### config.mk
export PLATFORM = sky130hd
export DESIGN_NAME = frame_ptr_result
export DESIGN_NICKNAME = d
export VERILOG_FILES = /design/src/design/fbw_pkg.sv /design/src/design/frame_ptr_result.sv
export SDC_FILE = /design/constraint.sdc
export NUM_CORES = 1
export LEC_CHECK = 0
export BUFFER_PORTS_ARGS = -buffer_cell sky130_fd_sc_hd__buf_2
export CAP_MARGIN = 20
export CORE_MARGIN = 5
export CORE_UTILIZATION = 41
export DETAILED_ROUTE_END_ITERATION = 16
export GPL_TIMING_DRIVEN = 1
export SLEW_MARGIN = 20
export SYNTH_ARGS = -nofsm -noshare
export SYNTH_HDL_FRONTEND = slang
export SYNTH_SLANG_ARGS = --single-unit
### constraint.sdc
create_clock -name clk -period 6.35 [get_ports clk]
set_clock_uncertainty 0.15 [all_clocks]
set_input_delay 0.3175 -clock clk [delete_from_list [all_inputs] [get_ports clk]]
set_output_delay 0.3175 -clock clk [all_outputs]
set_load 0.01 [all_outputs]
### src/design/fbw_pkg.sv
// sizes, burst state enum and bus structs of the frame-buffer write engine
package fbw_pkg;

	// ----------------------------------------
	// memory layout
	// ----------------------------------------
	localparam int DATA_W      = 64;  // one image word, 8 bytes
	localparam int DEPTH_W     = 3;   // frame pointer and frame depth
	localparam int BURST_IDX_W = 16;  // burst index inside one frame
	localparam int BURST_WORDS = 64;  // max words per burst
	localparam int BLEN_W      = 6;   // burst length field, words minus one
	localparam int ZERO_BITS   = 9;   // 64 words x 8 bytes = 512 bytes per burst
	localparam int ADDR_W      = 30;  // byte address on the memory port

	// reserved burst slot for the trailer, near the end of the frame area
	localparam logic [BURST_IDX_W-1:0] TRAILER_BURST = {{(BURST_IDX_W-1){1'b1}}, 1'b0};

	// ----------------------------------------
	// buffering and flow control
	// ----------------------------------------
	localparam int FIFO_DEPTH   = 512; // front FIFO entries
	localparam int CMD_CREDITS  = 4;   // command slots on the memory side
	localparam int DATA_CREDITS = 64;  // data word slots on the memory side
	localparam int DEPTH_RESET  = 2;   // frame depth out of reset

	// burst machine
	typedef enum logic [2:0] {
		IDLE,     // no frame data to move
		FILL,     // words from FIFO to memory port
		CMD_WAIT, // burst closed, waiting for a command credit
		CMD,      // command pulse
		NEXT      // step burst index
	} burst_state_e;

	// front FIFO entry
	typedef struct packed {
		logic              trailer; // word is the frame trailer
		logic [DATA_W-1:0] data;
	} fifo_word_t;

	// memory write command, one per burst
	typedef struct packed {
		logic              valid;
		logic [ADDR_W-1:0] addr;    // {zeros, frame ptr, burst idx, 9 zeros}
		logic [BLEN_W-1:0] blen;    // word count minus one
	} mem_cmd_t;

	// memory write data
	typedef struct packed {
		logic              valid;
		logic [DATA_W-1:0] data;
	} mem_wr_t;

	// frame events out of the decoder
	typedef struct packed {
		logic armed; // stream armed by a frame start
		logic start; // one-cycle frame start pulse
		logic fval;  // registered frame valid
	} frame_evt_t;

endpackage

### src/design/frame_ptr_result.sv
// write frame pointer pipeline with reader skip and pointer-changing flag
`timescale 1ns/1ns

module frame_ptr_result
(
	input  logic                        clk,
	input  logic                        reset,
	input  fbw_pkg::frame_evt_t         i_evt,
	input  logic [fbw_pkg::DEPTH_W-1:0] i_rd_frame_ptr,
	input  logic [fbw_pkg::DEPTH_W-1:0] i_frame_depth,
	output logic [fbw_pkg::DEPTH_W-1:0] o_wr_frame_ptr,
	output logic                        o_ptr_changing,
	output logic                        o_ptr_ready
);
	import fbw_pkg::*;

	logic               go;         // armed frame start
	logic [1:0]         pipe_v;     // stage 2 and stage 3 valid
	logic               hit;        // ptr+1 lands on the reader
	logic [DEPTH_W:0]   inc;        // 1 or 2
	logic               first_done; // first frame after arming seen
	logic [DEPTH_W:0]   one_sum;
	logic [DEPTH_W:0]   inc_sum;

	// sum of pointer and step, folded back into 0 .. depth-1
	function automatic logic [DEPTH_W-1:0] wrap_ptr(input logic [DEPTH_W:0] sum,
		input logic [DEPTH_W-1:0] depth);
		logic [DEPTH_W:0] diff;
		diff = sum - {1'b0, depth};
		if (sum >= {1'b0, depth})
			return diff[DEPTH_W-1:0];
		return sum[DEPTH_W-1:0];
	endfunction

	assign go      = i_evt.start & i_evt.armed;
	assign one_sum = {1'b0, o_wr_frame_ptr} + 1'b1;
	assign inc_sum = {1'b0, o_wr_frame_ptr} + inc;

	// ----------------------------------------
	// stage 1 and 2 data
	// ----------------------------------------
	always_ff @(posedge clk)
	begin
		if (go)
			hit <= (wrap_ptr(one_sum, i_frame_depth) == i_rd_frame_ptr); // reader next?
		if (pipe_v[0])
			inc <= hit ? (DEPTH_W+1)'(2) : (DEPTH_W+1)'(1);             // jump over it
	end

	// ----------------------------------------
	// stage 3, flag and pointer
	// ----------------------------------------
	always_ff @(posedge clk)
	begin
		if (reset || !i_evt.armed) // stop returns to frame 0
		begin
			pipe_v         <= '0;
			o_ptr_changing <= 1'b0;
			first_done     <= 1'b0;
			o_wr_frame_ptr <= '0;
		end
		else
		begin
			pipe_v         <= {pipe_v[0], go};
			o_ptr_changing <= go | pipe_v[0] | pipe_v[1]; // start+1 .. start+3
			if (pipe_v[1])
			begin
				first_done <= 1'b1;
				if (first_done) // first frame stays on 0
					o_wr_frame_ptr <= wrap_ptr(inc_sum, i_frame_depth);
			end
		end
	end

	// writes wait for the new pointer
	assign o_ptr_ready = ~(go | o_ptr_changing);

endmodule

# After elaboration in Yosys (flattened, before gate mapping)
# Cells that the tools add are included.
# totals
word_cells	33
regBits	12
# op_classes
magnitude_cmp	2
eq_ne	1
add_sub_neg	4
bitwise	5
n_mux	12
reduce_logical	3
# op_table
cell	count
2-to-1 mux 3 bit	5
greater-or-equal comparator 4 x 3 -> 1 bit	2
2-to-1 mux 1 bit	6
subtractor 3 bit	2
adder 3 x 1 -> 4 bit, second input constant	1
adder 3 x 4 -> 4 bit	1
== test 3 bit	1
bitwise OR 1 bit	3
2-to-1 mux 2 bit	1
AND reduction 2 bit	1
AND 1 bit	1
zero test 1 bit	1
logical OR 1 bit	1
NOT 1 bit	1

# Logic depth before layout (Yosys ltp)
# logic_depth
depth_word	7
ltp_mapped	10

# Worst setup path after synthesis
# Ideal clock, no wire load.
# synth_timing
kind	reg2reg
from	reg o_wr_frame_ptr[0] (netlist name)
to	reg o_wr_frame_ptr[1] (netlist name)
t_required_ps	6081
setup_ps	119
period_less_slack_ps	2668
path_stages_with_launch	8
arrival_ps	2399
path_slack_ps	3682
path_cell_list	dfxtp_1 -> ha_1 -> fa_1 -> fa_1 -> a21o_1 -> a221oi_1 -> mux2i_1 -> a21oi_1
# synth_via
elab_chain_len	7
word_cells_on_any_way	9
cone_classes	add/sub: 2; order compare: 1; mux: 6
# synth_rtl
item	line_no	text
start, declared	frame_ptr_result.sv:11	output logic [fbw_pkg::DEPTH_W-1:0] o_wr_frame_ptr,
start signal, assigned	frame_ptr_result.sv:70	o_wr_frame_ptr <= wrap_ptr(inc_sum, i_frame_depth);
adder 3 x 4 -> 4 bit *	frame_ptr_result.sv:37	assign inc_sum = {1'b0, o_wr_frame_ptr} + inc;
greater-or-equal comparator 4 x 3 -> 1 bit	frame_ptr_result.sv:30	if (sum >= {1'b0, depth})
2-to-1 mux 1 bit	frame_ptr_result.sv:30	
2-to-1 mux 1 bit	frame_ptr_result.sv:69	if (first_done)
2-to-1 mux 1 bit	frame_ptr_result.sv:66	if (pipe_v[1])
2-to-1 mux 1 bit	frame_ptr_result.sv:55	if (reset || !i_evt.armed)
2-to-1 mux 3 bit *	frame_ptr_result.sv:32	return sum[DEPTH_W-1:0];
# Every way passes the cells marked *; elsewhere a longest branch is shown, timed or not. The select of a mux whose other input is x is not followed.
# A chain may end at the register's enable or synchronous reset.

# Final worst setup path
# Ends and elaborated chain as after synthesis.

==> impl_metrics.ini <==
[status]
status = complete, no violations

[layout]
num_antenna_cells = 0
drive_above_1_share_pct = 21.3
final_cell_area_um2 = 890
syn_to_final_growth_pct = 15.0
final_net_count = 118

[synthesis]
yosys_warnings = 0
synth_area_um2 = 773
synth_nets = 100
ys_types = 28
netlist_instances = 77
post-synth-top-count-cell = ha_1
yosysTopAreaCell = dfxtp_1
seq_area_frac_synth_pct = 29.8
synth_edf_count = 3
synth_ff_type = dfxtp_1
ys_ff_latch = 10
synth_top_area_share_pct = 18.1
synthArstFlopShare_pct = 0
ys_top_cells_by_count = ha_1 (9), dfxtp_1 (7), a21oi_1 (6), inv_1 (6), o21ai_0 (5)
ys_top_cells_by_area = dfxtp_1 (18%), ha_1 (15%), edfxtp_1 (12%)
syn_area_per_cell_um2 = 10.0

[sta]
fin_hold_ws_ns = 0.117
slew_headroom_pct = 63.4
hold_violations = 0
post-route-period-util_pct = 46.3
tightest_slew_ns = 0.549
rsz0062_at_grt = false
setup_ws_ns = 3.41
period_needed_ns = 2.94
finalSetupViolations = 0
final-max-slew-violation-count = 0
fmax_mhz = 340
fin_setup_tns_ns = 0

[place]
hpwl_mm = 1.17
placed_area_um2 = 863
place_ws_ns = 3.40
port_buffers = 14
place_congestion = 0.821

[global_route]
grt_max_degree = 11
antenna_found_initial = 0
grt.overflow.total = 0
grtUsageTotal_pct = 11.8
grt_pass1_wl_mm = 2.41
grt_pass1_vias = 590

[setup_path]
critical_path_class = reg -> reg
endpoint_kind = register
r2r_start = o_wr_frame_ptr[0]$_SDFFE_PP0P_
rr_worst_depth = 7
timing.rr.end = o_wr_frame_ptr[1]$_SDFFE_PP0P_
startpoint = o_wr_frame_ptr[0]$_SDFFE_PP0P_
r2r_slack_ns = 3.41
crit_fanout = 7
critPathArrivalTime_ns = 2.94
worstPathRequired_ns = 6.35
startpoint_type = register

[min_path]
hold_path_class = in -> reg
hold-path-endpoint = pipe_v[0]$_SDFF_PP0_
min_path_cells = 2
hold_path_startpoint = i_evt[1]

[drt]
totalWireLength_mm = 1.37
met2_wirelength_um = 668
postRouteAntennaNets = 0
wl_per_cell_um = 11.5
viasPerCell = 4.89
highest_layer = met4
drtPass1Iterations = 4
met3_wirelength_um = 89
route.vias.total = 582
wl_met1_um = 603
drt-initial-drc-count = 8
drc = 0

[pwr]
ir_drop_v = 0.000122
power_uw = 134
p_per_area_nw_per_um2 = 151
p_leak_nw = 0.438

[clock_network]
cts_setup_buffers = 0
clockRootBuffer = clkbuf_4
cts_buffers = 3
clk_pin_slew_worst_paths_ns = 0.06
clk_latency_ns = 0.26
post_cts_resized = 0
htreeDepth = 1
cts_num_sinks = 10
cts_tree = built
hold_buffers = 0
ctsLongestPathBuffers = 2

[die]
core_um2 = 1760
die_height_um = 53.4
ios = 16
start_util_pct = 43.8
die_w_um = 53.4
die_area_um2 = 2850
rows = 15

[flow_run]
max-cap-violations = 0
-- flip-flops by register name, indices dropped and copies added, names as in the netlist --
name,flops
pipe_v,2
o_ptr_changing,1
hit,1
o_wr_frame_ptr,3
first_done,1
inc,2
-- layout make-up --
cell class / count / area (µm²)
Fill cell: 185 / 875
Clock inverter: 1 / 3.75
Clock buffer: 3 / 22.5
Sequential cell: 10 / 230
Inverter: 6 / 22.5
Multi-Input combinational cell: 60 / 509
Timing Repair Buffer: 14 / 70.1
Tap cell: 25 / 31.3
-- per-stage QoR --
stage | utilization (%) | instances
after floorplan | - | 77
after global placement | 48.9 | 115
after detailed placement | 48.9 | 115
after CTS | 50.4 | 119
after global routing | 50.4 | 119
final | 50.4 | 119
-- cells by family after synthesis --
group                      Yosys count  synth area share [%]
DFF                                 10                  29.8
muxes                                3                  3.88
buffers and inverters                7                  4.37
xor gates and xnor gates             7                  7.93
adders and majority gates           12                  22.3
AOI/OAI and AO/OA                   17                  13.4
and+or+nand+nor                     21                  18.3
-- routing by layer --
metal | global-route usage, % | vias up
met1 | 14.5 | 258
met5 | 0 | -
met2 | 18.4 | 17
li1 | - | 305
met3 | 2.82 | 2
met4 | 7.23 | 0
-- cell usage in the layout, fill, tap and decap left out, drive strengths merged --
cell type,instances
dfxtp,7
nor4,1
buf,14
and2,4
o21ai,5
nand2b,1
a21oi,6
inv,6
o2bb2ai,1
ha,9
a21o,2
a211oi,1
a221oi,1
xnor2,3
clkinv,1
nor2b,3
fa,3
o31a,1
or4,1
nor2,3
nor3,2
nor3b,1
mux2i,3
clkbuf,3
edfxtp,3
and3,2
xor2,4
nand2,3
-- power by group --
part	switching (mW)	leakage (nW)	internal, mW
combinational	0.0117	0.338	0.0114
sequential	0.000867	0.0848	0.0673
clock	0.0200	0.0154	0.0226
-- how the worst max path moves through the flow --
stage	to	slack, ns	cells past startpoint
finish	o_wr_frame_ptr[1]$_SDFFE_PP0P_	3.41	7
global route	o_wr_frame_ptr[2]$_SDFFE_PP0P_	3.19	8
CTS	o_wr_frame_ptr[1]$_SDFFE_PP0P_	3.39	7
detailed placement	o_wr_frame_ptr[1]$_SDFFE_PP0P_	3.40	7
global placement	o_wr_frame_ptr[1]$_SDFFE_PP0P_	3.44	7
floorplan	o_wr_frame_ptr[1]$_SDFFE_PP0P_	3.68	7
-- worst max-delay path: stages, from the launching register on --
cell and delay (ns):
dfxtp_1 0.46, ha_1 0.23, fa_1 0.47, fa_1 0.48
a21o_1 0.18, a221oi_1 0.49, mux2i_1 0.28, a21oi_1 0.09
Power figures use the tool's default switching activity.
