File: src/design/fbw_pkg.sv
// sizes, burst state enum and bus structs of the frame-buffer write engine
package fbw_pkg;

	// ----------------------------------------
	// memory layout
	// ----------------------------------------
	localparam int DATA_W      = 64;  // one image word, 8 bytes
	localparam int DEPTH_W     = 3;   // frame pointer and frame depth
	localparam int BURST_IDX_W = 16;  // burst index inside one frame
	localparam int BURST_WORDS = 64;  // max words per burst
	localparam int BLEN_W      = 6;   // burst length field, words minus one
	localparam int ZERO_BITS   = 9;   // 64 words x 8 bytes = 512 bytes per burst
	localparam int ADDR_W      = 30;  // byte address on the memory port

	// reserved burst slot for the trailer, near the end of the frame area
	localparam logic [BURST_IDX_W-1:0] TRAILER_BURST = {{(BURST_IDX_W-1){1'b1}}, 1'b0};

	// ----------------------------------------
	// buffering and flow control
	// ----------------------------------------
	localparam int FIFO_DEPTH   = 512; // front FIFO entries
	localparam int CMD_CREDITS  = 4;   // command slots on the memory side
	localparam int DATA_CREDITS = 64;  // data word slots on the memory side
	localparam int DEPTH_RESET  = 2;   // frame depth out of reset

	// burst machine
	typedef enum logic [2:0] {
		IDLE,     // no frame data to move
		FILL,     // words from FIFO to memory port
		CMD_WAIT, // burst closed, waiting for a command credit
		CMD,      // command pulse
		NEXT      // step burst index
	} burst_state_e;

	// front FIFO entry
	typedef struct packed {
		logic              trailer; // word is the frame trailer
		logic [DATA_W-1:0] data;
	} fifo_word_t;

	// memory write command, one per burst
	typedef struct packed {
		logic              valid;
		logic [ADDR_W-1:0] addr;    // {zeros, frame ptr, burst idx, 9 zeros}
		logic [BLEN_W-1:0] blen;    // word count minus one
	} mem_cmd_t;

	// memory write data
	typedef struct packed {
		logic              valid;
		logic [DATA_W-1:0] data;
	} mem_wr_t;

	// frame events out of the decoder
	typedef struct packed {
		logic armed; // stream armed by a frame start
		logic start; // one-cycle frame start pulse
		logic fval;  // registered frame valid
	} frame_evt_t;

endpackage

File: src/design/frame_decode.sv
// frame edge detect, stream arming, frame depth latch and FIFO push
`timescale 1ns/1ns

module frame_decode
(
	input  logic                        clk,
	input  logic                        reset,
	input  logic                        i_fval,
	input  logic                        i_dval,
	input  logic                        i_trailer,
	input  logic [fbw_pkg::DATA_W-1:0]  i_data,
	input  logic                        i_stream_en,
	input  logic [fbw_pkg::DEPTH_W-1:0] i_frame_depth,
	output logic                        o_push,
	output fbw_pkg::fifo_word_t         o_word,
	output logic                        o_flush,
	output fbw_pkg::frame_evt_t         o_evt,
	output logic [fbw_pkg::DEPTH_W-1:0] o_frame_depth
);
	import fbw_pkg::*;

	logic fval_q;    // frame valid, one cycle late
	logic fval_rise; // first high sample of frame valid
	logic armed;     // writing enabled for the current frame
	logic start;     // frame start pulse
	logic accept;    // word taken this cycle

	assign fval_rise = i_fval & ~fval_q;

	// word counts as soon as the frame that arms the stream begins
	assign accept = i_fval & i_dval & i_stream_en & (armed | fval_rise);

	// ----------------------------------------
	// frame edge and arming
	// ----------------------------------------
	always_ff @(posedge clk)
	begin
		if (reset)
		begin
			fval_q <= 1'b0;
			start  <= 1'b0;
			armed  <= 1'b0;
		end
		else
		begin
			fval_q <= i_fval;
			start  <= fval_rise;
			if (!i_stream_en)
				armed <= 1'b0; // stop drops it at once
			else if (fval_rise)
				armed <= 1'b1; // only a frame start arms
		end
	end

	// push one cycle after the accepted word
	always_ff @(posedge clk)
	begin
		if (reset)
			o_push <= 1'b0;
		else
			o_push <= accept;
	end

	always_ff @(posedge clk)
	begin
		o_word <= '{trailer: i_trailer, data: i_data};
	end

	// depth may change only while stopped
	always_ff @(posedge clk)
	begin
		if (reset)
			o_frame_depth <= DEPTH_W'(DEPTH_RESET);
		else if (!i_stream_en)
			o_frame_depth <= i_frame_depth;
	end

	assign o_flush = ~armed; // FIFO held empty while disarmed
	assign o_evt   = '{armed: armed, start: start, fval: fval_q};

endmodule

File: config.mk
export PLATFORM = sky130hd
export DESIGN_NAME = frame_decode
export DESIGN_NICKNAME = d
export VERILOG_FILES = /design/src/design/fbw_pkg.sv /design/src/design/frame_decode.sv
export SDC_FILE = /design/constraint.sdc
export NUM_CORES = 1
export LEC_CHECK = 0
export BUFFER_PORTS_ARGS = -buffer_cell sky130_fd_sc_hd__buf_2
export CAP_MARGIN = 20
export CORE_MARGIN = 2
export CORE_UTILIZATION = 33
export CTS_BUF_LIST = sky130_fd_sc_hd__clkbuf_2 sky130_fd_sc_hd__clkbuf_4 sky130_fd_sc_hd__clkbuf_8
export CTS_CLUSTER_DIAMETER = 50
export DETAILED_ROUTE_END_ITERATION = 8
export HOLD_SLACK_MARGIN = 0.02
export PLACE_DENSITY = 0.76
export SYNTH_ARGS = -nofsm -noshare
export SYNTH_HDL_FRONTEND = slang
export SYNTH_SLANG_ARGS = --single-unit
File: constraint.sdc
create_clock -name clk -period 0.8 [get_ports clk]
set_input_delay 0.04 -clock clk [delete_from_list [all_inputs] [get_ports clk]]
set_output_delay 0.04 -clock clk [all_outputs]
set_load 0.005 [all_outputs]
---- Word level (Yosys, flattened, before mapping) ----
Index checks and enable logic that the tools add are counted.
operators by class
  $add $sub $neg .......................... 0
  multipliers ............................. 0
  divide/modulo/power cells ............... 0
  magnitude comparators ................... 0
  eq/ne operators ......................... 0
  shifts and indexed selects .............. 0
  mux-type cells .......................... 0
  bitwise gates (word level) .............. 8
  reduce and logical (&&, ||, !) cells .... 1
operators with widths
  operator            count
  1-bit bitwise AND   4
  1-bit NOT           3
  2-bit OR reduction  1
  1-bit OR            1
storage, ports and cells
  register bits ........................... 72
  latch bits .............................. 0
  RAM bits ................................ 0
  memory bits (read-only) ................. 0
  input bits .............................. 73
  output and inout bits ................... 73
  word-level logic and storage cells ...... 16
  memories kept ........................... 0

---- Depth between registers and ports, before layout ----
Gate-level depths: netlist (run 1).
  word-level depth ........................ 4
  depth in mapped cells ................... 2

---- Worst setup path before layout (run 1) ----
Ideal clock, no wire load.
  path type ............................... register to register
  start ................................... register o_frame_depth[1] (netlist name)
  end ..................................... register o_frame_depth[1] (netlist bit)
  library setup time ...................... 120 ps
  arrival time ............................ 568 ps
  path slack .............................. 112 ps
  stages on the path, launching flop included .. 2
  cells stage by stage .................... dfxtp_1 > a211o_1
RTL lines
  element                 line                source
  end signal: assignment  frame_decode.sv:73  o_frame_depth <= DEPTH_W'(DEPTH_RESET);
  end signal: assignment  frame_decode.sv:75  o_frame_depth <= i_frame_depth;
  end: declaration        frame_decode.sv:18  output logic [fbw_pkg::DEPTH_W-1:0] o_frame_depth

---- Worst setup path after layout (run 1) ----
  start ................................... register armed
  end ..................................... output o_flush
on the way
  cells in the longest elaborated chain, start to end .. 1
ends and longest elaborated chain
  element                   line                source
  start: declaration        frame_decode.sv:24  logic armed;
  start signal: assignment  frame_decode.sv:42  armed <= 1'b0;
  start signal: assignment  frame_decode.sv:49  armed <= 1'b0;
  start signal: assignment  frame_decode.sv:51  armed <= 1'b1;
  1-bit NOT                 frame_decode.sv:78  assign o_flush = ~armed;
  end: declaration          frame_decode.sv:16  output logic o_flush,
Every way passes these cells.

==> parameters.txt, run 1 <==
Parameter                              Value

Status
  Outcome ... finished, violations left
  Failing checks ... negative setup slack

Pwr
  Worst vdd ir ... 1.32 mV
  Clock power frac ... 0.380
  Fraction of power spent switching nets ... 0.219
  Sw power ... between 0.0015 and 0.002 W
  Lkg Pwr ... 1.71 nW
  Internal Pwr Total ... 0.00589 W
  Power share of the combinational group ... 0.109
  Share of power burned in registers ... 0.511
  Pwr per Cell Area ... 2180 mW/mm2

STA
  Fmax achieved ... 1170 MHz
  Setup TNS after final layout ... -0.413 ns
  Final Hold Violating Endpoints ... 0
  Fin crit share ... 1.07
  Final period demand of the worst path ... roughly 0.85 ns
  Hold WS ... between 0.08 and 0.09 ns
  Setup clock skew after layout ... 0.000275 ns
  Setup repair after global routing missed its margin ... true
  Worst Max-Slew Pin Slew ... between 0.2 and 0.25 ns
  Final setup violating endpoints ... 28
  Worst relative slew slack ... 0.854
  Setup slack after layout ... -0.0537 ns
  Final Max Slew Viols ... 0

Floorplan
  Die boundary height ... roughly 73 um
  Die width ... about 73 um
  Placeable core region ... ~0.0046 mm2
  Total number of placement rows ... 25
  Boundary Pins ... roughly 150
  Area of the die ... 0.00529 mm2
  Starting Density ... 0.337

Placed design
  GPL Wtd Cong ... 0.722
  Half-perimeter wire length after placement ... roughly 2.7 mm
  Count of buffers from port buffering ... ~150
  Post-placement cell count ... roughly 290
  Post-DP Area ... approximately 0.0023 mm2

Detailed routing
  Count of vias placed by the detailed router ... 1570
  Number of DRC violations after detailed-routing iteration 0 ... 79
  DRC violation count after routing ... 0
  Number of routed nets with antenna violations ... 0
  DR WL/cell ... approximately 15 um
  Vias per inst ... ~4.2
  Drt first pass iters ... 4
  Aggregate routed wire length ... between 5 and 6 mm

Synth
  Number of unique standard cell types used by synthesis ... 12
  Synthesized Nets ... between 150 and 200
  Number of synthesized register bits ... between 70 and 80
  Mapped Cells ... 90
  Register area share after synthesis ... 0.924
  Synth Cell Area ... roughly 0.0016 mm2
  Mean post-synth cell area ... roughly 17 um2
  Yosys Warn Count ... 0

Global route
  Initial antenna violation count ... 0
  Global-route wire length before repair ... 7.73 mm
  All-Layer GR Usage ... 0.204
  Maximum number of pins on one net before global-route repair ... 14
  Residual overflow from global routing ... 0
  Number of global-route vias before repair ... roughly 1700

Cells and area
  Number of antenna repair diodes ... 0
  Share of cells above drive strength 1 ... 0.606
  Net count, final ... 390
  Area of all placed cells without fillers ... ~0.0035 mm2
  Post-route non-filler standard cell count ... 376
  Filler cells ... around 270
  Area growth from synthesis to final layout ... 122%

Setup path
  Worst stage delay on the critical path ... ~0.33 ns
  List of cells traversed by the critical path ... inv_2, buf_2
  Crit end category ... primary output
  Required time of the worst setup path ... 0.76 ns
  Startpoint type of the worst setup path ... flop
  Critical-path maximum fanout ... 2
  Slowest cell on the critical path ... sky130_fd_sc_hd__dfxtp_2
  Worst endpoint data arrival time ... 0.81 ns
  Kind of critical path ... flop to primary output

Clocking
  Clk pin slew, worst setup/hold paths ... 0.08 ns
  Number of buffers on the longest clock path ... 2
  Number of buffers created by CTS ... 9
  Clock sink total ... ~70
  CTS tree ... built
  Clk Tree Root Cell ... sky130_fd_sc_hd__clkbuf_8
  Number of H-tree levels ... 3
  Clock latency on the worst-skew pair ... 0.33 ns

Run
  Maximum Capacitance Violations ... 0

Min path
  Class of the most critical hold timing path ... primary input to flop
synth_stat cells, drive strengths merged:
cell type | count | share of area
a21oi | 1 | 0.0032
nand2b | 3 | 0.017
nor2 | 3 | 0.0072
nand2 | 1 | 0.0024
mux2i | 2 | 0.013
dfxtp | 72 | 0.92
nor2b | 1 | 0.0040
a211oi | 1 | 0.0048
inv | 2 | 0.0048
a211o | 1 | 0.0056
buf | 3 | 0.014
placed cells by master (no fill, tap or decap):
cell	synthesis	routed
sky130_fd_sc_hd__clkbuf_8	0	10
sky130_fd_sc_hd__inv_2	0	1
sky130_fd_sc_hd__nor2b_1	1	1
sky130_fd_sc_hd__inv_1	2	1
sky130_fd_sc_hd__buf_4	3	2
sky130_fd_sc_hd__a211oi_2	0	1
sky130_fd_sc_hd__nor2_1	3	3
sky130_fd_sc_hd__nand2b_1	2	2
sky130_fd_sc_hd__dlymetal6s4s_1	0	3
sky130_fd_sc_hd__a21oi_1	1	1
sky130_fd_sc_hd__buf_2	0	123
sky130_fd_sc_hd__nand2_1	1	1
sky130_fd_sc_hd__a211o_1	1	1
sky130_fd_sc_hd__bufinv_16	0	1
sky130_fd_sc_hd__clkinv_4	0	1
sky130_fd_sc_hd__nand2b_4	1	1
sky130_fd_sc_hd__inv_6	0	1
sky130_fd_sc_hd__clkinv_2	0	1
sky130_fd_sc_hd__dfxtp_1	72	43
sky130_fd_sc_hd__buf_6	0	22
sky130_fd_sc_hd__clkinvlp_4	0	2
sky130_fd_sc_hd__dfxtp_2	0	29
sky130_fd_sc_hd__dlygate4sd3_1	0	69
sky130_fd_sc_hd__mux2i_1	2	2
area by class of cell:
class	instances	area [um2]	share of cell area
repair buffers	219	1610	0.465
clock inverters	6	67.6	0.0195
well taps	54	67.6	0.0195
multi-input cells	13	93.8	0.0271
clock buffers	10	138	0.0398
flip-flops and latches	72	1480	0.427
inverters	2	7.51	0.00217
timing repair:
item / in CTS / in global routing
pin swaps: 0 / 1
resized for setup: 6 / 52
endpoints found under the hold margin: 72 / 0
endpoints found under the setup margin: 73 / 77
hold buffers: 72 / 0
setup buffers: 2 / 1
flip-flops by register name, indices dropped and copies added, names as in the netlist:
| signal | count |
|---|---|
| o_push | 1 |
| fval_q | 1 |
| start | 1 |
| o_word | 65 |
| o_frame_depth | 3 |
| armed | 1 |
kinds of logic (layout without fill, tap and decap cells):
family | after synthesis | count (layout) | share of synthesized area
AOI/OAI and AO/OA | 3 | 3 | 0.0136
buffers and inverters | 5 | 237 | 0.0192
DFF | 72 | 72 | 0.924
muxes | 2 | 2 | 0.0128
and+or+nand+nor | 8 | 8 | 0.0305
final timing paths:
| path | start | end | slack [ns] | cells past startpoint |
|---|---|---|---|---|
| worst max-delay path | armed$_SDFFE_PP0P_ | o_flush | -0.05 | 2 |
| worst min-delay path | reset | o_frame_depth[2]$_SDFFE_PP0N_ | 0.08 | 2 |
| worst max register to register | o_frame_depth[2]$_SDFFE_PP0N_ | o_frame_depth[2]$_SDFFE_PP0N_ | -0.04 | 3 |
| worst min register to register | fval_q$_SDFF_PP0_ | start$_SDFF_PP0_ | 0.45 | 1 |
stage by stage:
step	util	power, W	setup WS, ns
after global placement	0.504	0.00432	0.122
after detailed placement	0.504	0.00433	0.116
after floorplan	-	0.00398	0.112
final	0.747	0.00755	-0.0537
after CTS	0.708	0.00746	-0.0789
after global routing	0.747	0.00784	-0.100
critical path, delay by kind of cell, from the launching register on:
family	cells	cell delay, ns
buffers and inverters	2	0.14
flip-flops	1	0.33
per-layer routing:
layer,GRT usage,routed length (um)
met1,0.173,2010
met2,0.392,3140
met3,0.0870,505
met4,0.111,167
met5,0,0
power by group through the flow:
stage | Sequential [W] | Clock [W] | Combinational, W
floorplan | 0.00394 | 0 | 0.0000404
global placement | 0.00390 | 0 | 0.000420
detailed placement | 0.00390 | 0 | 0.000429
CTS | 0.00382 | 0.00293 | 0.000709
global route | 0.00387 | 0.00310 | 0.000873
finish | 0.00386 | 0.00287 | 0.000822
(Power assumes the default switching activity.)
==> run 2, diff against run 1 <==
--- a/config.mk
+++ b/config.mk
@@ -14,6 +14,7 @@
 export DETAILED_ROUTE_END_ITERATION = 8
 export HOLD_SLACK_MARGIN = 0.02
 export PLACE_DENSITY = 0.76
+export REMOVE_ABC_BUFFERS = 1
 export SYNTH_ARGS = -nofsm -noshare
 export SYNTH_HDL_FRONTEND = slang
 export SYNTH_SLANG_ARGS = --single-unit
==> parameters.txt, run 2 (same netlist as run 1, synthesis figures left out) <==
Parameter                              Value

Setup path
  Worst endpoint data arrival time ... 0.81 ns (about the same)
  Depth of the worst register-to-register path ... 3 (unchanged)
  Startpoint type of the worst setup path ... flop
  Required time of the worst setup path ... 0.76 ns (about the same)
  Critical-path maximum fanout ... 2 (unchanged)
  Crit end category ... primary output
  Kind of critical path ... flop to primary output

Run
  Maximum Capacitance Violations ... 0 (unchanged)

Cells and area
  Top reg by flops ... o_word
  Filler cells ... 323 (+18%)
  Net count, final ... 390 (unchanged)
  Commonest non-fill, non-tap cells in the layout ... 124 x sky130_fd_sc_hd__buf_2, 71 x sky130_fd_sc_hd__dlygate4sd3_1, 45 x sky130_fd_sc_hd__dfxtp_1
  Area growth from synthesis to final layout ... 119%
  Number of antenna repair diodes ... 0 (unchanged)
  Number of flip-flops under the largest register name ... 65 (unchanged)
  Top Registers ... o_word x65, o_frame_depth x3
  Most common library cell in the layout ignoring fill and taps ... sky130_fd_sc_hd__buf_2
  Share of cells above drive strength 1 ... 0.598 (-0.00746)

Floorplan
  Boundary Pins ... 146 (unchanged)
  Area of the die ... 0.00529 mm2 (unchanged)
  Total number of placement rows ... 25 (unchanged)
  Die width ... 72.8 um (unchanged)
  Starting Density ... 0.337 (unchanged)
  Die boundary height ... 72.8 um (unchanged)
  Placeable core region ... 0.00463 mm2 (unchanged)

Pwr
  Pwr per Cell Area ... 2090 mW/mm2 (-4.4%)
  Share of power burned in registers ... 0.541 (+0.030)
  Total power ... 0.00713 W (-5.5%)
  Lkg Pwr ... 1.69 nW (-1.3%)
  Internal Pwr Total ... 0.00566 W (-4.0%)
  Fraction of power spent switching nets ... 0.207 (-0.0129)
  Sw power ... 0.00147 W (-11%)
  Clock power frac ... 0.347 (-0.033)
  Power share of the combinational group ... 0.112 (+0.003)
  Worst vdd ir ... 1.48 mV (+12%)

Global route
  Met3 routing resource usage after global routing ... 0.0787 (-0.00829)
  All-Layer GR Usage ... 0.198 (-0.00593)
  GRT met1 Usage ... 0.182 (+0.00925)
  Number of global-route vias before repair ... 1667 (+0.18%)
  Global routing usage on met2 ... 0.375 (-0.0172)
  Maximum number of pins on one net before global-route repair ... 12 (-2)
  Global-route wire length before repair ... 7.56 mm (-2.2%)
  Residual overflow from global routing ... 0 (unchanged)
  Initial antenna violation count ... 0 (unchanged)
  Grt peak-use layer ... met2

Detailed routing
  Aggregate routed wire length ... 5.21 mm (-10%)
  DR WL/cell ... 13.9 um (-10%)
  Number of DRC violations after detailed-routing iteration 0 ... 24 (-70%)
  Number of routed nets with antenna violations ... 0 (unchanged)
  DRC violation count after routing ... 0 (unchanged)
  Count of vias placed by the detailed router ... 1497 (-4.6%)
  Drt first pass iters ... 4 (unchanged)
  Vias per inst ... 3.99 (-4.4%)

STA
  Setup repair after global routing missed its margin ... true
  Fin crit share ... 1.06 (-0.00613)
  Final setup violating endpoints ... 7 (-75%)
  Worst relative slew slack ... 0.895 (+0.0418)
  Final Max Slew Viols ... 0 (unchanged)
  Worst Max-Slew Pin Slew ... 0.152 ns (-0.0610 ns)
  Setup slack after layout ... -0.0488 ns (+0.00490 ns)
  Final period demand of the worst path ... 0.849 ns (-0.00490 ns)
  Final Hold Violating Endpoints ... 0 (unchanged)
  Fmax achieved ... 1180 MHz (+0.58%)
  Setup clock skew after layout ... 0.00157 ns (+0.00130 ns)

Clocking
  Number of buffers created by CTS ... 9 (unchanged)
  Clock sink total ... 72 (unchanged)
  Number of H-tree levels ... 3 (unchanged)
  CTS tree ... built
  Number of buffers on the longest clock path ... 2 (unchanged)
  Clk pin slew, worst setup/hold paths ... 0.06 ns (-0.02 ns)
  Clk Tree Root Cell ... sky130_fd_sc_hd__clkbuf_8
  Clock latency on the worst-skew pair ... 0.32 ns (about the same)

Min path
  Class of the most critical hold timing path ... primary input to flop
  Instance count along the most critical hold path ... 3 (+1)

Status
  Outcome ... finished, violations left
  Failing checks ... negative setup slack

Placed design
  Count of buffers from port buffering ... 145 (unchanged)
  GPL Wtd Cong ... 0.664 (-8.0%)
  Half-perimeter wire length after placement ... 2.74 mm (+1.8%)
  Pre-CTS worst setup slack ... 0.115 ns (-0.000752 ns)
-- run 2: path summary, 6_finish.rpt --
check	from	end	slack, ns
hold reg to reg	o_frame_depth[1]$_SDFFE_PP1N_	o_frame_depth[1]$_SDFFE_PP1N_	0.50
setup reg to reg	armed$_SDFFE_PP0P_	o_push$_SDFF_PP0_	0.03
hold / removal	reset	start$_SDFF_PP0_	0.03
setup / recovery	armed$_SDFFE_PP0P_	o_flush	-0.05
-- run 2: stage by stage --
stage	instance area (um2)	util	cells	hold WS (ns)	TNS [ns]
floorplan	1540	-	87	0.0677	0
global placement	2330	0.504	286	0.142	0
detailed placement	2330	0.504	286	0.144	0
CTS	3280	0.708	376	0.318	-0.433
global route	3420	0.738	375	0.0194	-2.06
finish	3420	0.738	375	0.0331	-0.0852
-- run 2: timing repair --
action	in CTS	in global routing
pin swaps	0	2
endpoints found under the hold margin	72	3
hold buffers	72	1
buffers inserted	3	0
setup endpoints to repair	37	78
gates resized for setup	11	43
-- run 2: power groups by stage --
| stage | registers (W) | logic [W] | clock network [W] |
|---|---|---|---|
| 2_1_floorplan | 0.00394 | 0.0000290 | 0 |
| 3_3_place_gp | 0.00390 | 0.000421 | 0 |
| 3_5_place_dp | 0.00391 | 0.000428 | 0 |
| 4_1_cts | 0.00383 | 0.000719 | 0.00258 |
| 5_1_grt | 0.00387 | 0.000857 | 0.00275 |
| 6_report | 0.00386 | 0.000801 | 0.00247 |
-- run 2: cell type report --
cell class	count	area, um2	share of cell area
timing repair buffer	219	1600	0.467
sequential	72	1480	0.432
clock buffer	12	159	0.0465
multi-input combinational	13	96.3	0.0282
tap	54	67.6	0.0198
clock inverter	3	17.5	0.00512
inverter	2	7.51	0.00220
-- run 2: routing by layer --
| layer | up-vias | wire length, um | part of all wire |
|---|---|---|---|
| met1 | 688 | 1760 | 0.34 |
| li1 | 729 | - | - |
| met2 | 76 | 3100 | 0.60 |
| met3 | 4 | 312 | 0.060 |
| met4 | 0 | 40 | 0.0077 |
| met5 | - | 0 | 0 |
-- run 2: critical path, cell delays in order, from the launching register on --
cell and delay [ns]:
sky130_fd_sc_hd__dfxtp_2 0.34, sky130_fd_sc_hd__inv_2 0.05, sky130_fd_sc_hd__buf_6 0.11
