===== src/design/fbw_pkg.sv =====
// sizes, burst state enum and bus structs of the frame-buffer write engine
package fbw_pkg;

	// ----------------------------------------
	// memory layout
	// ----------------------------------------
	localparam int DATA_W      = 64;  // one image word, 8 bytes
	localparam int DEPTH_W     = 3;   // frame pointer and frame depth
	localparam int BURST_IDX_W = 16;  // burst index inside one frame
	localparam int BURST_WORDS = 64;  // max words per burst
	localparam int BLEN_W      = 6;   // burst length field, words minus one
	localparam int ZERO_BITS   = 9;   // 64 words x 8 bytes = 512 bytes per burst
	localparam int ADDR_W      = 30;  // byte address on the memory port

	// reserved burst slot for the trailer, near the end of the frame area
	localparam logic [BURST_IDX_W-1:0] TRAILER_BURST = {{(BURST_IDX_W-1){1'b1}}, 1'b0};

	// ----------------------------------------
	// buffering and flow control
	// ----------------------------------------
	localparam int FIFO_DEPTH   = 512; // front FIFO entries
	localparam int CMD_CREDITS  = 4;   // command slots on the memory side
	localparam int DATA_CREDITS = 64;  // data word slots on the memory side
	localparam int DEPTH_RESET  = 2;   // frame depth out of reset

	// burst machine
	typedef enum logic [2:0] {
		IDLE,     // no frame data to move
		FILL,     // words from FIFO to memory port
		CMD_WAIT, // burst closed, waiting for a command credit
		CMD,      // command pulse
		NEXT      // step burst index
	} burst_state_e;

	// front FIFO entry
	typedef struct packed {
		logic              trailer; // word is the frame trailer
		logic [DATA_W-1:0] data;
	} fifo_word_t;

	// memory write command, one per burst
	typedef struct packed {
		logic              valid;
		logic [ADDR_W-1:0] addr;    // {zeros, frame ptr, burst idx, 9 zeros}
		logic [BLEN_W-1:0] blen;    // word count minus one
	} mem_cmd_t;

	// memory write data
	typedef struct packed {
		logic              valid;
		logic [DATA_W-1:0] data;
	} mem_wr_t;

	// frame events out of the decoder
	typedef struct packed {
		logic armed; // stream armed by a frame start
		logic start; // one-cycle frame start pulse
		logic fval;  // registered frame valid
	} frame_evt_t;

endpackage


===== src/design/burst_execute.sv =====
// burst FSM, command and data credit counters, word count and command issue
`timescale 1ns/1ns

module burst_execute
(
	input  logic                        clk,
	input  logic                        reset,
	input  fbw_pkg::fifo_word_t         i_head,
	input  logic                        i_not_empty,
	output logic                        o_pop,
	input  fbw_pkg::frame_evt_t         i_evt,
	input  logic [fbw_pkg::DEPTH_W-1:0] i_frame_ptr,
	input  logic                        i_ptr_ready,
	input  logic                        i_cmd_credit,
	input  logic                        i_data_credit,
	output fbw_pkg::mem_cmd_t           o_cmd,
	output fbw_pkg::mem_wr_t            o_wr
);
	import fbw_pkg::*;

	typedef logic [$clog2(BURST_WORDS+1)-1:0]  cnt_t;   // 0 .. 64 words
	typedef logic [$clog2(CMD_CREDITS+1)-1:0]  ccred_t;
	typedef logic [$clog2(DATA_CREDITS+1)-1:0] dcred_t;

	burst_state_e           state;
	burst_state_e           state_nxt;
	logic [BURST_IDX_W-1:0] burst_idx;  // burst number in frame
	logic [BURST_IDX_W-1:0] cmd_idx;    // burst slot the command goes to
	cnt_t                   word_cnt;   // words sent in this burst
	logic                   trl_burst;  // current burst is the trailer alone
	ccred_t                 cmd_cred;
	dcred_t                 data_cred;
	logic                   pop;        // word leaves FIFO for the port
	logic                   cmd_fire;
	logic                   burst_full;
	logic                   frame_done; // frame over and FIFO drained
	logic                   wr_valid;
	logic [DATA_W-1:0]      wr_data;

	assign burst_full = (word_cnt == cnt_t'(BURST_WORDS));
	assign frame_done = ~i_evt.fval & ~i_not_empty;
	assign cmd_fire   = (state == CMD);

	// trailer only leaves as the first word of an empty burst
	assign pop = (state == FILL) & i_evt.armed & i_not_empty & (data_cred != '0)
		& ~burst_full & (~i_head.trailer | (word_cnt == '0));
	assign o_pop = pop;

	// ----------------------------------------
	// next state
	// ----------------------------------------
	always_comb
	begin
		state_nxt = state;
		case (state)
			IDLE:
				if (i_ptr_ready && i_not_empty) // pointer settled, data waiting
					state_nxt = FILL;
			FILL:
				if (burst_full || (i_not_empty && i_head.trailer && word_cnt != '0))
					state_nxt = CMD_WAIT;                             // close before trailer
				else if (pop && i_head.trailer)
					state_nxt = CMD_WAIT;                             // one-word trailer burst
				else if (frame_done)
					state_nxt = (word_cnt != '0) ? CMD_WAIT : IDLE;   // short last burst
			CMD_WAIT:
				if (cmd_cred != '0)
					state_nxt = CMD;
			CMD:
				state_nxt = NEXT;
			NEXT:
				state_nxt = frame_done ? IDLE : FILL;
			default:
				state_nxt = IDLE;
		endcase
		if (!i_evt.armed)
			state_nxt = IDLE; // stream stopped
	end

	// ----------------------------------------
	// state, burst index, word count
	// ----------------------------------------
	always_ff @(posedge clk)
	begin
		if (reset)
		begin
			state     <= IDLE;
			burst_idx <= '0;
			word_cnt  <= '0;
			trl_burst <= 1'b0;
		end
		else
		begin
			state <= state_nxt;
			if (state == IDLE) // between frames or disarmed
			begin
				burst_idx <= '0;
				word_cnt  <= '0;
				trl_burst <= 1'b0;
			end
			else if (state == NEXT)
			begin
				if (!trl_burst)
					burst_idx <= burst_idx + 1'b1;
				word_cnt  <= '0;
				trl_burst <= 1'b0;
			end
			else if (pop)
			begin
				word_cnt <= word_cnt + 1'b1;
				if (i_head.trailer)
					trl_burst <= 1'b1;
			end
		end
	end

	// ----------------------------------------
	// credit counters, capped at reset value
	// ----------------------------------------
	always_ff @(posedge clk)
	begin
		if (reset)
		begin
			cmd_cred  <= ccred_t'(CMD_CREDITS);
			data_cred <= dcred_t'(DATA_CREDITS);
		end
		else
		begin
			case ({cmd_fire, i_cmd_credit})
				2'b10: cmd_cred <= cmd_cred - 1'b1;
				2'b01: if (cmd_cred != ccred_t'(CMD_CREDITS))
					cmd_cred <= cmd_cred + 1'b1;
				default: cmd_cred <= cmd_cred; // none or both
			endcase
			case ({pop, i_data_credit})
				2'b10: data_cred <= data_cred - 1'b1;
				2'b01: if (data_cred != dcred_t'(DATA_CREDITS))
					data_cred <= data_cred + 1'b1;
				default: data_cred <= data_cred;
			endcase
		end
	end

	// write port, one cycle after pop
	always_ff @(posedge clk)
	begin
		if (reset)
			wr_valid <= 1'b0;
		else
			wr_valid <= pop;
	end

	always_ff @(posedge clk)
	begin
		if (pop)
			wr_data <= i_head.data;
	end

	assign o_wr    = '{valid: wr_valid, data: wr_data};
	assign cmd_idx = trl_burst ? TRAILER_BURST : burst_idx;

	// command after the last word of the burst is on the port
	assign o_cmd = '{
		valid: cmd_fire,
		addr:  {{(ADDR_W-DEPTH_W-BURST_IDX_W-ZERO_BITS){1'b0}}, i_frame_ptr, cmd_idx,
			{ZERO_BITS{1'b0}}},
		blen:  BLEN_W'(word_cnt - 1'b1)
	};

endmodule


===== config.mk =====
export PLATFORM = sky130hd
export DESIGN_NAME = burst_execute
export DESIGN_NICKNAME = d
export VERILOG_FILES = /design/src/design/fbw_pkg.sv /design/src/design/burst_execute.sv
export SDC_FILE = /design/constraint.sdc
export NUM_CORES = 1
export LEC_CHECK = 0
export CAP_MARGIN = 20
export CORE_AREA = 2 2 103 105
export DETAILED_ROUTE_END_ITERATION = 10
export DIE_AREA = 0 0 105 107
export DONT_BUFFER_PORTS = 1
export PLACE_DENSITY = 0.59
export SETUP_SLACK_MARGIN = 0.05
export SLEW_MARGIN = 30
export SYNTH_ARGS = -nofsm -noshare
export SYNTH_HDL_FRONTEND = slang
export SYNTH_SLANG_ARGS = --single-unit

===== constraint.sdc =====
create_clock -name clk -period 7.1 [get_ports clk]
set_input_delay 0.355 -clock clk [delete_from_list [all_inputs] [get_ports clk]]
set_output_delay 0.355 -clock clk [all_outputs]
set_load 0.05 [all_outputs]

# After elaboration in Yosys (flattened, before gate mapping)
# Cells that the tools add are included.
[word_totals]
register_bits = 102
inputBits = 77
output_inout_bits = 103
wordCells = 77
[op_classes]
add_sub_neg = 7
eq_ne = 16
muxes = 13
n_bitwise = 13
n_reduce_logical = 20
[op_table]
columns = ["op", "count"]
rows = [
  ["2-to-1 mux 3 bit", 6],
  ["adder 16 x 1 -> 16 bit (second input constant)", 1],
  ["2-to-1 mux 16 bit", 1],
  ["case mux 3 bit (5 select lines)", 1],
  ["adder 7 x 1 -> 7 bit (second input constant)", 2],
  ["case mux 7 bit (2 select lines)", 1],
  ["nonzero test 7 bit", 2],
  ["inequality test 2 bit (second input constant)", 4],
  ["AND reduction 2 bit", 4],
  ["equality test 7 bit (second input constant)", 1],
  ["zero test 7 bit", 1],
  ["2-to-1 mux 7 bit", 1],
  ["inequality test 7 bit (second input constant)", 1],
  ["subtractor 7 x 1 -> 7 bit (second input constant)", 1],
  ["AND 1 bit", 6],
  ["equality test 3 x 2 -> 1 bit (second input constant)", 2],
  ["NOT 1 bit", 6],
  ["case mux 3 bit (2 select lines)", 1],
  ["subtractor 6 x 1 -> 6 bit (second input constant)", 1],
  ["equality test 2 x 1 -> 1 bit (second input constant)", 2],
  ["equality test 2 bit (second input constant)", 2],
  ["logical AND 1 bit", 4],
  ["inequality test 4 x 2 -> 1 bit (second input constant)", 1],
  ["nonzero test 2 bit", 2],
  ["14 further kinds", 15],
]

# Longest topological paths before layout
# Gate-level depths: netlist of the first run.
[depth]
depth_word = 10
mapped_depth = 12
ltp_nobuf = 12

# Worst setup path after synthesis of the first run
# Ideal clock, no wire load.
[synth_path]
path_kind = "register to register"
from = "register word_cnt[0]"
to = "register word_cnt[4]"
setup_time_ns = 0.127
t_arrival_ns = 3.900
t_required_ns = 6.973
setup_slack_ns = 3.073
path_stages_with_launch = 9
n_path_buf = 0
period_less_slack_ns = 4.027
cell_sequence = "dfxtp_1 > inv_1 > ha_1 > or3b_4 > o31ai_4 > nand3_4 > inv_1 > nand4_1 > mux2i_1"
[synth_between]
elab_chain_cells = 4
word_cells_on_any_way = 7
classes_between = "add/sub (1); eq/ne (1); bitwise (4); reduce/logical (1)"
[synth_lines]
columns = ["item", "line", "source"]
rows = [
  ["start: declaration", "burst_execute.sv:29", "cnt_t word_cnt;"],
  ["start signal: assignment", "burst_execute.sv:110", "word_cnt <= word_cnt + 1'b1;"],
  ["equality test 7 bit", "burst_execute.sv:40", "assign burst_full = (word_cnt == cnt_t'(BURST_WORDS));"],
  ["NOT 1 bit", "burst_execute.sv:46", "& ~burst_full & (~i_head.trailer | (word_cnt == '0));"],
  ["AND 1 bit", "burst_execute.sv:46", ""],
  ["AND 1 bit *", "burst_execute.sv:46", ""],
  ["via o_pop", "burst_execute.sv:10", "output logic o_pop,"],
]
# The timed path passes the listed nets; every way through them passes the cells marked *.
# A chain may end at the register's enable or synchronous reset.

# Worst setup path after layout of the first run
[layout_path]
from = "register word_cnt[0]"
to = "register data_cred[6]"
[layout_between]
elab_chain_cells = 7
word_cells_on_any_way = 12
classes_between = "eq/ne (4); mux (1); bitwise (4); reduce/logical (3)"
[layout_lines]
columns = ["item", "line", "source"]
rows = [
  ["equality test 7 bit", "burst_execute.sv:40", ""],
  ["NOT 1 bit", "burst_execute.sv:46", ""],
  ["AND 1 bit", "burst_execute.sv:46", ""],
  ["AND 1 bit *", "burst_execute.sv:46", ""],
  ["equality test 2 x 1 -> 1 bit / equality test 2 bit (equally long branches)", "burst_execute.sv:135", "case ({pop, i_data_credit})"],
  ["inequality test 2 bit (no source line) / nonzero test 2 bit (equally long branches)", "n/a", ""],
  ["AND reduction 2 bit (no source line)", "n/a", ""],
  ["end signal: assignment", "burst_execute.sv:136", "2'b10: data_cred <= data_cred - 1'b1;"],
  ["end signal: assignment", "burst_execute.sv:138", "data_cred <= data_cred + 1'b1;"],
  ["end signal: assignment", "burst_execute.sv:139", "default: data_cred <= data_cred;"],
  ["end: declaration", "burst_execute.sv:32", "dcred_t data_cred;"],
]
# Mark *: on every way between the ends. The rest lies on a longest branch, timed or not.

==> results of run 1 <==
==> final timing paths <==
kind	startpoint	endpoint	slack, ps	cells after the start
max	word_cnt[0]	data_cred[6]	3210	12
min	reset	cmd_cred[1]	50	1
max reg2reg	word_cnt[0]	data_cred[6]	3210	12
min reg2reg	data_cred[2]	data_cred[2]	500	2
==> logic make-up after synthesis <==
family	synth area share [%]
other	0.0841
AO/OA/AOI/OAI	9.40
buffers and inverters	5.36
XOR/XNOR	3.73
adder cells (fa/ha/maj)	3.42
AND/OR/NAND/NOR	17.4
multiplexers	0.449
flip-flops	60.2
==> power by group <==
| group | internal [mW] | switching [mW] | total [mW] |
|---|---|---|---|
| Sequential | 0.657 | 0.0501 | 0.707 |
| Combinational | 0.0810 | 0.115 | 0.196 |
| Clock | 0.137 | 0.214 | 0.351 |
==> through the flow <==
| stage | utilization, % | power (mW) | cells |
|---|---|---|---|
| 2_1_floorplan | - | 0.892 | 372 |
| 3_3_place_gp | 44.5 | 0.913 | 484 |
| 3_5_place_dp | 44.6 | 0.917 | 484 |
| 4_1_cts | 46.5 | 1.27 | 500 |
| 5_1_grt | 46.6 | 1.33 | 500 |
| 6_report | 46.6 | 1.25 | 500 |
==> cell type report <==
cell class / count / area [µm²] / share of cell area (%)
Clock buffer: 9 / 124 / 2.64
Clock inverter: 7 / 65.1 / 1.38
Inverter: 12 / 45.0 / 0.959
Multi-Input combinational cell: 232 / 1600 / 34.0
Sequential cell: 102 / 2680 / 57.1
Tap cell: 136 / 170 / 3.62
Timing Repair Buffer: 2 / 15.0 / 0.320
==> worst reg2reg max path, stage by stage (launching register included) <==
cell                       delay (ps)
sky130_fd_sc_hd__dfxtp_1          380
sky130_fd_sc_hd__inv_1            390
sky130_fd_sc_hd__ha_1             340
sky130_fd_sc_hd__or3b_4           430
sky130_fd_sc_hd__o31ai_4          350
sky130_fd_sc_hd__nand3_4          160
sky130_fd_sc_hd__nand2_1          290
sky130_fd_sc_hd__ha_1             340
sky130_fd_sc_hd__a211oi_1         320
sky130_fd_sc_hd__o21ai_0          180
sky130_fd_sc_hd__o21a_1           160
sky130_fd_sc_hd__or4_1            390
sky130_fd_sc_hd__nand4b_1         100
==> placed cells by master, fill, tap and decap left out, types with 7 or more instances in the layout <==
master                     count
sky130_fd_sc_hd__o21ai_0      15
sky130_fd_sc_hd__nand2_1      18
sky130_fd_sc_hd__xor2_1        9
sky130_fd_sc_hd__or3_1         9
sky130_fd_sc_hd__inv_1        11
sky130_fd_sc_hd__edfxtp_1     64
sky130_fd_sc_hd__nor2_1       28
sky130_fd_sc_hd__xnor2_1       7
sky130_fd_sc_hd__clkbuf_8      9
sky130_fd_sc_hd__or2_2        17
sky130_fd_sc_hd__dfxtp_1      38
sky130_fd_sc_hd__ha_1          9
sky130_fd_sc_hd__conb_1       11
sky130_fd_sc_hd__a21oi_1      18
sky130_fd_sc_hd__nand4b_1      7
==> flip-flops by register name, indices dropped and copies added, names as in the netlist <==
signal / count
wr_data: 64
burst_idx: 16
data_cred: 7
word_cnt: 7
cmd_cred: 3
state: 3
trl_burst: 1
wr_valid: 1
==> metal layers <==
| layer | up-vias | part of all wire, % |
|---|---|---|
| li1 | 1286 | - |
| met1 | 1224 | 42 |
| met2 | 125 | 47 |
| met3 | 7 | 9.9 |
| met4 | 0 | 1.1 |
| met5 | - | 0 |
==> load_flow_metrics.sql, run 1 <==
INSERT INTO impl_metrics (metric_group, metric, value, unit) VALUES
('run_status', 'run_status', 'completed', ''),
('place', 'half_perimeter_wire_length_after_detailed_placement', '6.41', 'mm'),
('floorplan', 'initial_cell_density_of_the_core', '44.2', '%'),
('setup_path', 'worst-endpoint-required', '7410', 'ps'),
('synth', 'area_share_of_the_largest_cell_type_after_synthesis', '43.1', '%'),
('routing', 'drtIter0Drc', '116', ''),
('cells_and_area', 'final_net_count', '447', ''),
('floorplan', 'floorplan.die.width', '105', 'µm'),
('sta', 'post-route-period-util', '54.9', '%'),
('routing', 'vias_per_cell', '5.28', ''),
('synth', 'syn-cell-area', '4460', 'µm²'),
('clock_network', 'clk_transition_reported_paths', '100', 'ps'),
('clock_network', 'clock_path_buffers', '2', ''),
('power', 'leakage', '1.59', 'nW'),
('synth', 'synth_enable_flop_cells', '64', ''),
('synth', 'synth_area_per_cell', '12.3', 'µm²'),
('clock_network', 'worstSkewPairLatency', '360', 'ps'),
('global_route', 'grt_pass1_wl', '13.3', 'mm'),
('sta', 'skew', '12.0', 'ps'),
('sta', 'remaining_max_slew_budget_at_the_tightest_pin', '37.9', '%'),
('floorplan', 'ios', '180', ''),
('routing', 'num_vias', '2642', ''),
('cells_and_area', 'drive_above_1_share', '15.1', '%'),
('clock_network', 'ctsRootBufferMaster', 'sky130_fd_sc_hd__clkbuf_8', ''),
('setup_path', 'path_common_cell', 'sky130_fd_sc_hd__ha_1', ''),
('place', 'post_dp_cell_area', '4500', 'µm²'),
('global_route', 'grt_most_used_layer', 'met2', ''),
('sta', 'final-setup-viol-count', '0', ''),
('global_route', 'grt.overflow.total', '0', ''),
('clock_network', 'cts_hold_buf', '0', ''),
('global_route', 'grt_start_max_net_pins', '66', ''),
('place', 'placement.setup.worst_slack', '3240', 'ps'),
('sta', 'timing_worst_slew_pin_value', '929', 'ps'),
('sta', 'period_minus_slack', '3890', 'ps'),
('clock_network', 'cts_repair_resize_count', '0', ''),
('place', 'portBuffers', '0', ''),
('synth', 'yosysSeqAreaShare', '60.2', '%'),
('routing', 'drt_pass1_iterations', '4', ''),
('sta', 'grt_setup_unrepaired', 'no', ''),
('global_route', 'global_routing_usage_on_met1', '18.5', '%'),
('power', 'worst_ir_drop_vdd', '0.0957', 'mV'),
('floorplan', 'std_cell_rows', '37', ''),
('setup_path', 'timing.critical_path.cells', 'inv_1, ha_1, or3b_4, o31ai_4, nand3_4, nand2_1, ha_1, a211oi_1, o21ai_0, o21a_1, or4_1, nand4b_1', ''),
('global_route', 'globalRouteTotalUtil', '15.3', '%'),
('setup_path', 'setup.worst_path.class', 'reg2reg', ''),
('synth', 'synth_largest_area_cell', 'sky130_fd_sc_hd__edfxtp_1', ''),
('sta', 'final.setup.worst_slack', '3210', 'ps'),
('synth', 'synth_most_common_cell', 'sky130_fd_sc_hd__edfxtp_1', ''),
('power', 'cellPowerDensity', '267', 'nW/µm²'),
('sta', 'max_clock_freq', '0.257', 'GHz'),
('global_route', 'first_global_vias', '2458', ''),
('routing', 'wl_per_cell', '17.4', 'µm'),
('floorplan', 'placeableCoreArea', '10100', 'µm²'),
('routing', 'drt_drc_violations_left', '0', ''),
('cells_and_area', 'antenna_diodes', '0', ''),
('hold_path', 'timing.hold.worst.class', 'in2reg', ''),
('setup_path', 'dominant_delay_contributor_by_cell_family_on_the_critical_path', 'simple AND/OR/NAND/NOR gates', ''),
('cells_and_area', 'layout.filler_cells', '909', ''),
('sta', 'final_max_slew_viol_count', '0', ''),
('synth', 'postSynth.topFlopCell', 'sky130_fd_sc_hd__edfxtp_1', ''),
('routing', 'drt.antenna.violating_nets', '0', ''),
('floorplan', 'chipHeight', '107', 'µm'),
('clock_network', 'cts_post_setup_buffers_inserted', '0', ''),
('setup_path', 'critical_path.startpoint_type', 'flip-flop', ''),
('global_route', 'met2_usage', '24.4', '%'),
('sta', 'fin_setup_tns', '0', 'ps'),
('sta', 'timing.final.hold_violations', '0', ''),
('clock_network', 'cts_tree', 'yes', ''),
('cells_and_area', 'area.growth.synth_to_final', '5.39', '%'),
('synth', 'postSynthCellCount', '362', ''),
('clock_network', 'number_of_h_tree_levels', '3', '');
Note: power is estimated with default switching activity, not from simulation.
==> run 2: changes to the inputs <==
ABC_AREA = 1   (was default)
PLACE_DENSITY = 0.58   (was 0.59)
clock period = 3.8 ns   (was 7.1 ns; I/O delays follow)
==> run 2 against run 1 <==
  * Maximum frequency rose by 43%
  * Sequential power grew 81%
  * Critical endpoint unchanged
  * Critical path depth up 2
  * Highest routed layer unchanged
==> load_flow_metrics.sql, run 2 <==
INSERT INTO impl_metrics (metric_group, metric, value, unit) VALUES
('cells_and_area', 'final_cell_mix', '76 x sky130_fd_sc_hd__nand2_1, 66 x sky130_fd_sc_hd__dlygate4sd3_1, 64 x sky130_fd_sc_hd__edfxtp_1', ''),
('global_route', 'grt.overflow.total', '0', ''),
('sta', 'final_max_slew_viol_count', '0', ''),
('cells_and_area', 'largest_reg_flops', '64', ''),
('clock_network', 'worstSkewPairLatency', '370', 'ps'),
('synth', 'synth_area_per_cell', '10.2', 'µm²'),
('sta', 'final-setup-viol-count', '0', ''),
('power', 'leakage', '2.06', 'nW'),
('sta', 'fin_setup_tns', '0', 'ps'),
('cells_and_area', 'finalNonFillerCells', '647', ''),
('clock_network', 'cts_repair_resize_count', '0', ''),
('routing', 'vias_per_cell', '4.93', ''),
('synth', 'synth-compound-area-share', '7.00', '%'),
('place', 'portBuffers', '0', ''),
('setup_path', 'cp_max_fo', '12', ''),
('global_route', 'grt_pass1_wl', '15.4', 'mm'),
('synth', 'synth_enable_flop_cells', '64', ''),
('synth', 'synth-warning-count', '0', ''),
('routing', 'drt_drc_violations_left', '0', ''),
('floorplan', 'ios', '180', ''),
('cells_and_area', 'final_standard_cell_utilization_of_the_core', '53.6', '%'),
('clock_network', 'cts_made_buffers', '9', ''),
('routing', 'drt.antenna.violating_nets', '0', ''),
('synth', 'synth_top_family_by_area', 'simple AND/OR/NAND/NOR gates', ''),
('synth', 'synthSimpleGateAreaFrac', '18.5', '%'),
('setup_path', 'worst-endpoint-required', '4050', 'ps'),
('sta', 'timing_worst_slew_pin_value', '893', 'ps'),
('setup_path', 'setup.worst_path.end_class', 'flip-flop', ''),
('global_route', 'globalRouteTotalUtil', '17.7', '%'),
('clock_network', 'ctsRootBufferMaster', 'sky130_fd_sc_hd__clkbuf_8', ''),
('power', 'worst_ir_drop_vdd', '0.181', 'mV'),
('floorplan', 'chipHeight', '107', 'µm'),
('routing', 'wl_per_cell', '15.4', 'µm'),
('place', 'post-place-cells', '565', ''),
('cells_and_area', 'largest_registers', 'wr_data (64), burst_idx (16)', ''),
('cells_and_area', 'area.growth.synth_to_final', '22.5', '%'),
('place', 'half_perimeter_wire_length_after_detailed_placement', '6.82', 'mm'),
('synth', 'postSynthCellCount', '432', ''),
('sta', 'post-route-period-util', '71.6', '%'),
('power', 'cellPowerDensity', '421', 'nW/µm²'),
('global_route', 'first_global_vias', '3058', ''),
('synth', 'postSynth.topFlopCell', 'sky130_fd_sc_hd__edfxtp_1', ''),
('cells_and_area', 'drive_above_1_share', '10.2', '%'),
('power', 'design_power_total', '2.28', 'mW'),
('routing', 'routed_wl', '10.0', 'mm'),
('synth', 'synth_most_common_cell', 'sky130_fd_sc_hd__nand2_1', ''),
('clock_network', 'clk_transition_reported_paths', '120', 'ps'),
('clock_network', 'cts_tree', 'yes', ''),
('synth', 'yosys_register_bits', '102', ''),
('floorplan', 'floorplan.die.width', '105', 'µm'),
('synth', 'yosysSeqAreaShare', '60.8', '%'),
('flow_run', 'max_cap_violations', '0', ''),
('floorplan', 'placeableCoreArea', '10100', 'µm²'),
('synth', 'syn-cell-area', '4410', 'µm²'),
('cells_and_area', 'antenna_diodes', '0', ''),
('synth', 'asyncSetResetFlopFracSynth', '0', '%'),
('clock_network', 'number_of_h_tree_levels', '3', ''),
('synth', 'synth_fa_ha_area_share', '3.46', '%'),
('floorplan', 'die-area', '11200', 'µm²'),
('clock_network', 'cts_post_setup_buffers_inserted', '0', ''),
('place', 'post_dp_cell_area', '4550', 'µm²'),
('cells_and_area', 'design_area', '5410', 'µm²'),
('sta', 'max_clock_freq', '0.367', 'GHz'),
('run_status', 'run_status', 'completed', ''),
('cells_and_area', 'max_flop_register', 'wr_data', ''),
('floorplan', 'std_cell_rows', '37', ''),
('synth', 'yosys-top-cells-area', 'sky130_fd_sc_hd__edfxtp_1 44%, sky130_fd_sc_hd__dfxtp_1 17%, sky130_fd_sc_hd__nand2_1 6.5%', ''),
('cells_and_area', 'final_net_count', '594', ''),
('synth', 'synth_largest_area_cell', 'sky130_fd_sc_hd__edfxtp_1', ''),
('sta', 'remaining_max_slew_budget_at_the_tightest_pin', '40.2', '%'),
('place', 'gp_weighted_congestion', '0.798', ''),
('sta', 'grt_setup_unrepaired', 'no', ''),
('synth', 'synth_xor_xnor_area_share', '2.38', '%'),
('cells_and_area', 'most_frequent_standard_cell_in_the_layout_excluding_fill_and_tap_cells', 'sky130_fd_sc_hd__nand2_1', ''),
('clock_network', 'cts.sink_count', '102', ''),
('sta', 'period_minus_slack', '2720', 'ps'),
('synth', 'yosys.cell_types.count', '36', ''),
('setup_path', 'timing.critical_path.arrival', '2980', 'ps'),
('sta', 'skew', '18.4', 'ps'),
('routing', 'drtIter0Drc', '160', ''),
('setup_path', 'setup.worst_path.class', 'reg2reg', ''),
('routing', 'drt_pass1_iterations', '4', ''),
('synth', 'area_share_of_the_largest_cell_type_after_synthesis', '43.5', '%'),
('synth', 'yosys-mux-area-fraction', '0', '%'),
('synth', 'synth_commonest_cells', '76 x sky130_fd_sc_hd__nand2_1, 64 x sky130_fd_sc_hd__edfxtp_1, 48 x sky130_fd_sc_hd__inv_1', ''),
('clock_network', 'cts_hold_buf', '66', ''),
('setup_path', 'critical_path.startpoint_type', 'flip-flop', ''),
('hold_path', 'timing.hold.worst.class', 'in2reg', ''),
('floorplan', 'initial_cell_density_of_the_core', '43.7', '%'),
('clock_network', 'clock_path_buffers', '2', ''),
('sta', 'timing.final.hold_violations', '0', ''),
('routing', 'num_vias', '3187', ''),
('global_route', 'antenna_found_initial', '0', ''),
('global_route', 'grt_start_max_net_pins', '30', '');
## run 2: cell types whose count changed after synthesis, moves of 5 or more
cell,delta
sky130_fd_sc_hd__nand2_1,+58
sky130_fd_sc_hd__inv_1,+36
sky130_fd_sc_hd__or2_2,-15
sky130_fd_sc_hd__nor2_1,+11
sky130_fd_sc_hd__nand3_1,+10
sky130_fd_sc_hd__nor2_2,+10
sky130_fd_sc_hd__or3_1,-9
sky130_fd_sc_hd__o21ai_0,+8
sky130_fd_sc_hd__a21oi_1,+7
sky130_fd_sc_hd__nand4b_1,-7
sky130_fd_sc_hd__inv_2,+5
## run 2: power breakdown
| part | switching (mW) | internal, mW | leakage [nW] |
|---|---|---|---|
| logic | 0.179 | 0.144 | 1.08 |
| clock network | 0.414 | 0.260 | 0.0981 |
| registers | 0.0651 | 1.21 | 0.885 |
| total | 0.658 | 1.62 | 2.06 |
## run 2: cell families (layout without fill, tap and decap cells)
logic type,count (synthesis),count (layout)
AO/OA/AOI/OAI,58,58
XOR/XNOR,12,12
adder cells (fa/ha/maj),11,11
buffers and inverters,72,141
flip-flops,102,102
other,1,11
AND/OR/NAND/NOR,176,176
## run 2: worst paths after layout
kind | from | endpoint | slack (ps) | depth (start not counted)
max | word_cnt[1] | data_cred[6] | 1080 | 14
min | reset | burst_idx[8] | 40 | 3
max reg2reg | word_cnt[1] | data_cred[6] | 1080 | 14
min reg2reg | word_cnt[6] | word_cnt[6] | 490 | 2
## run 2: metal layers
metal	up-vias	share of wire [%]	global-route usage, %
met2	134	49	30.3
met3	10	7.7	6.99
met4	0	1.2	4.67
met1	1473	42	20.6
li1	1570	-	-
met5	-	0	0
## run 2: worst max-delay path, stage by stage, from the launching register on
cell,delay (ps)
sky130_fd_sc_hd__dfxtp_1,370
sky130_fd_sc_hd__inv_1,80
sky130_fd_sc_hd__ha_1,230
sky130_fd_sc_hd__nand2_2,150
sky130_fd_sc_hd__nor2_2,70
sky130_fd_sc_hd__nor2_2,110
sky130_fd_sc_hd__nand3_2,250
sky130_fd_sc_hd__nand2_1,320
sky130_fd_sc_hd__ha_1,310
sky130_fd_sc_hd__a21o_1,200
sky130_fd_sc_hd__nand3_1,70
sky130_fd_sc_hd__nand3_1,80
sky130_fd_sc_hd__nand3b_1,180
sky130_fd_sc_hd__nand3_1,110
sky130_fd_sc_hd__nand3_1,70
## run 2: layout make-up
cell class              instances  area [µm²]
fillers                       914        4680
flip-flops and latches        102        2680
multi-input cells             268        1440
repair buffers                 72         718
inverters                      53         199
well taps                     136         170
clock buffers                   9         124
clock inverters                 7        75.1
## run 2: metrics by stage
stage / hold WS (ps) / worst slack (ps)
finish: 38.9 / 1080
global route: 25.6 / 813
CTS: 19.6 / 1050
detailed placement: 289 / 1070
global placement: 287 / 1170
floorplan: 262 / 973
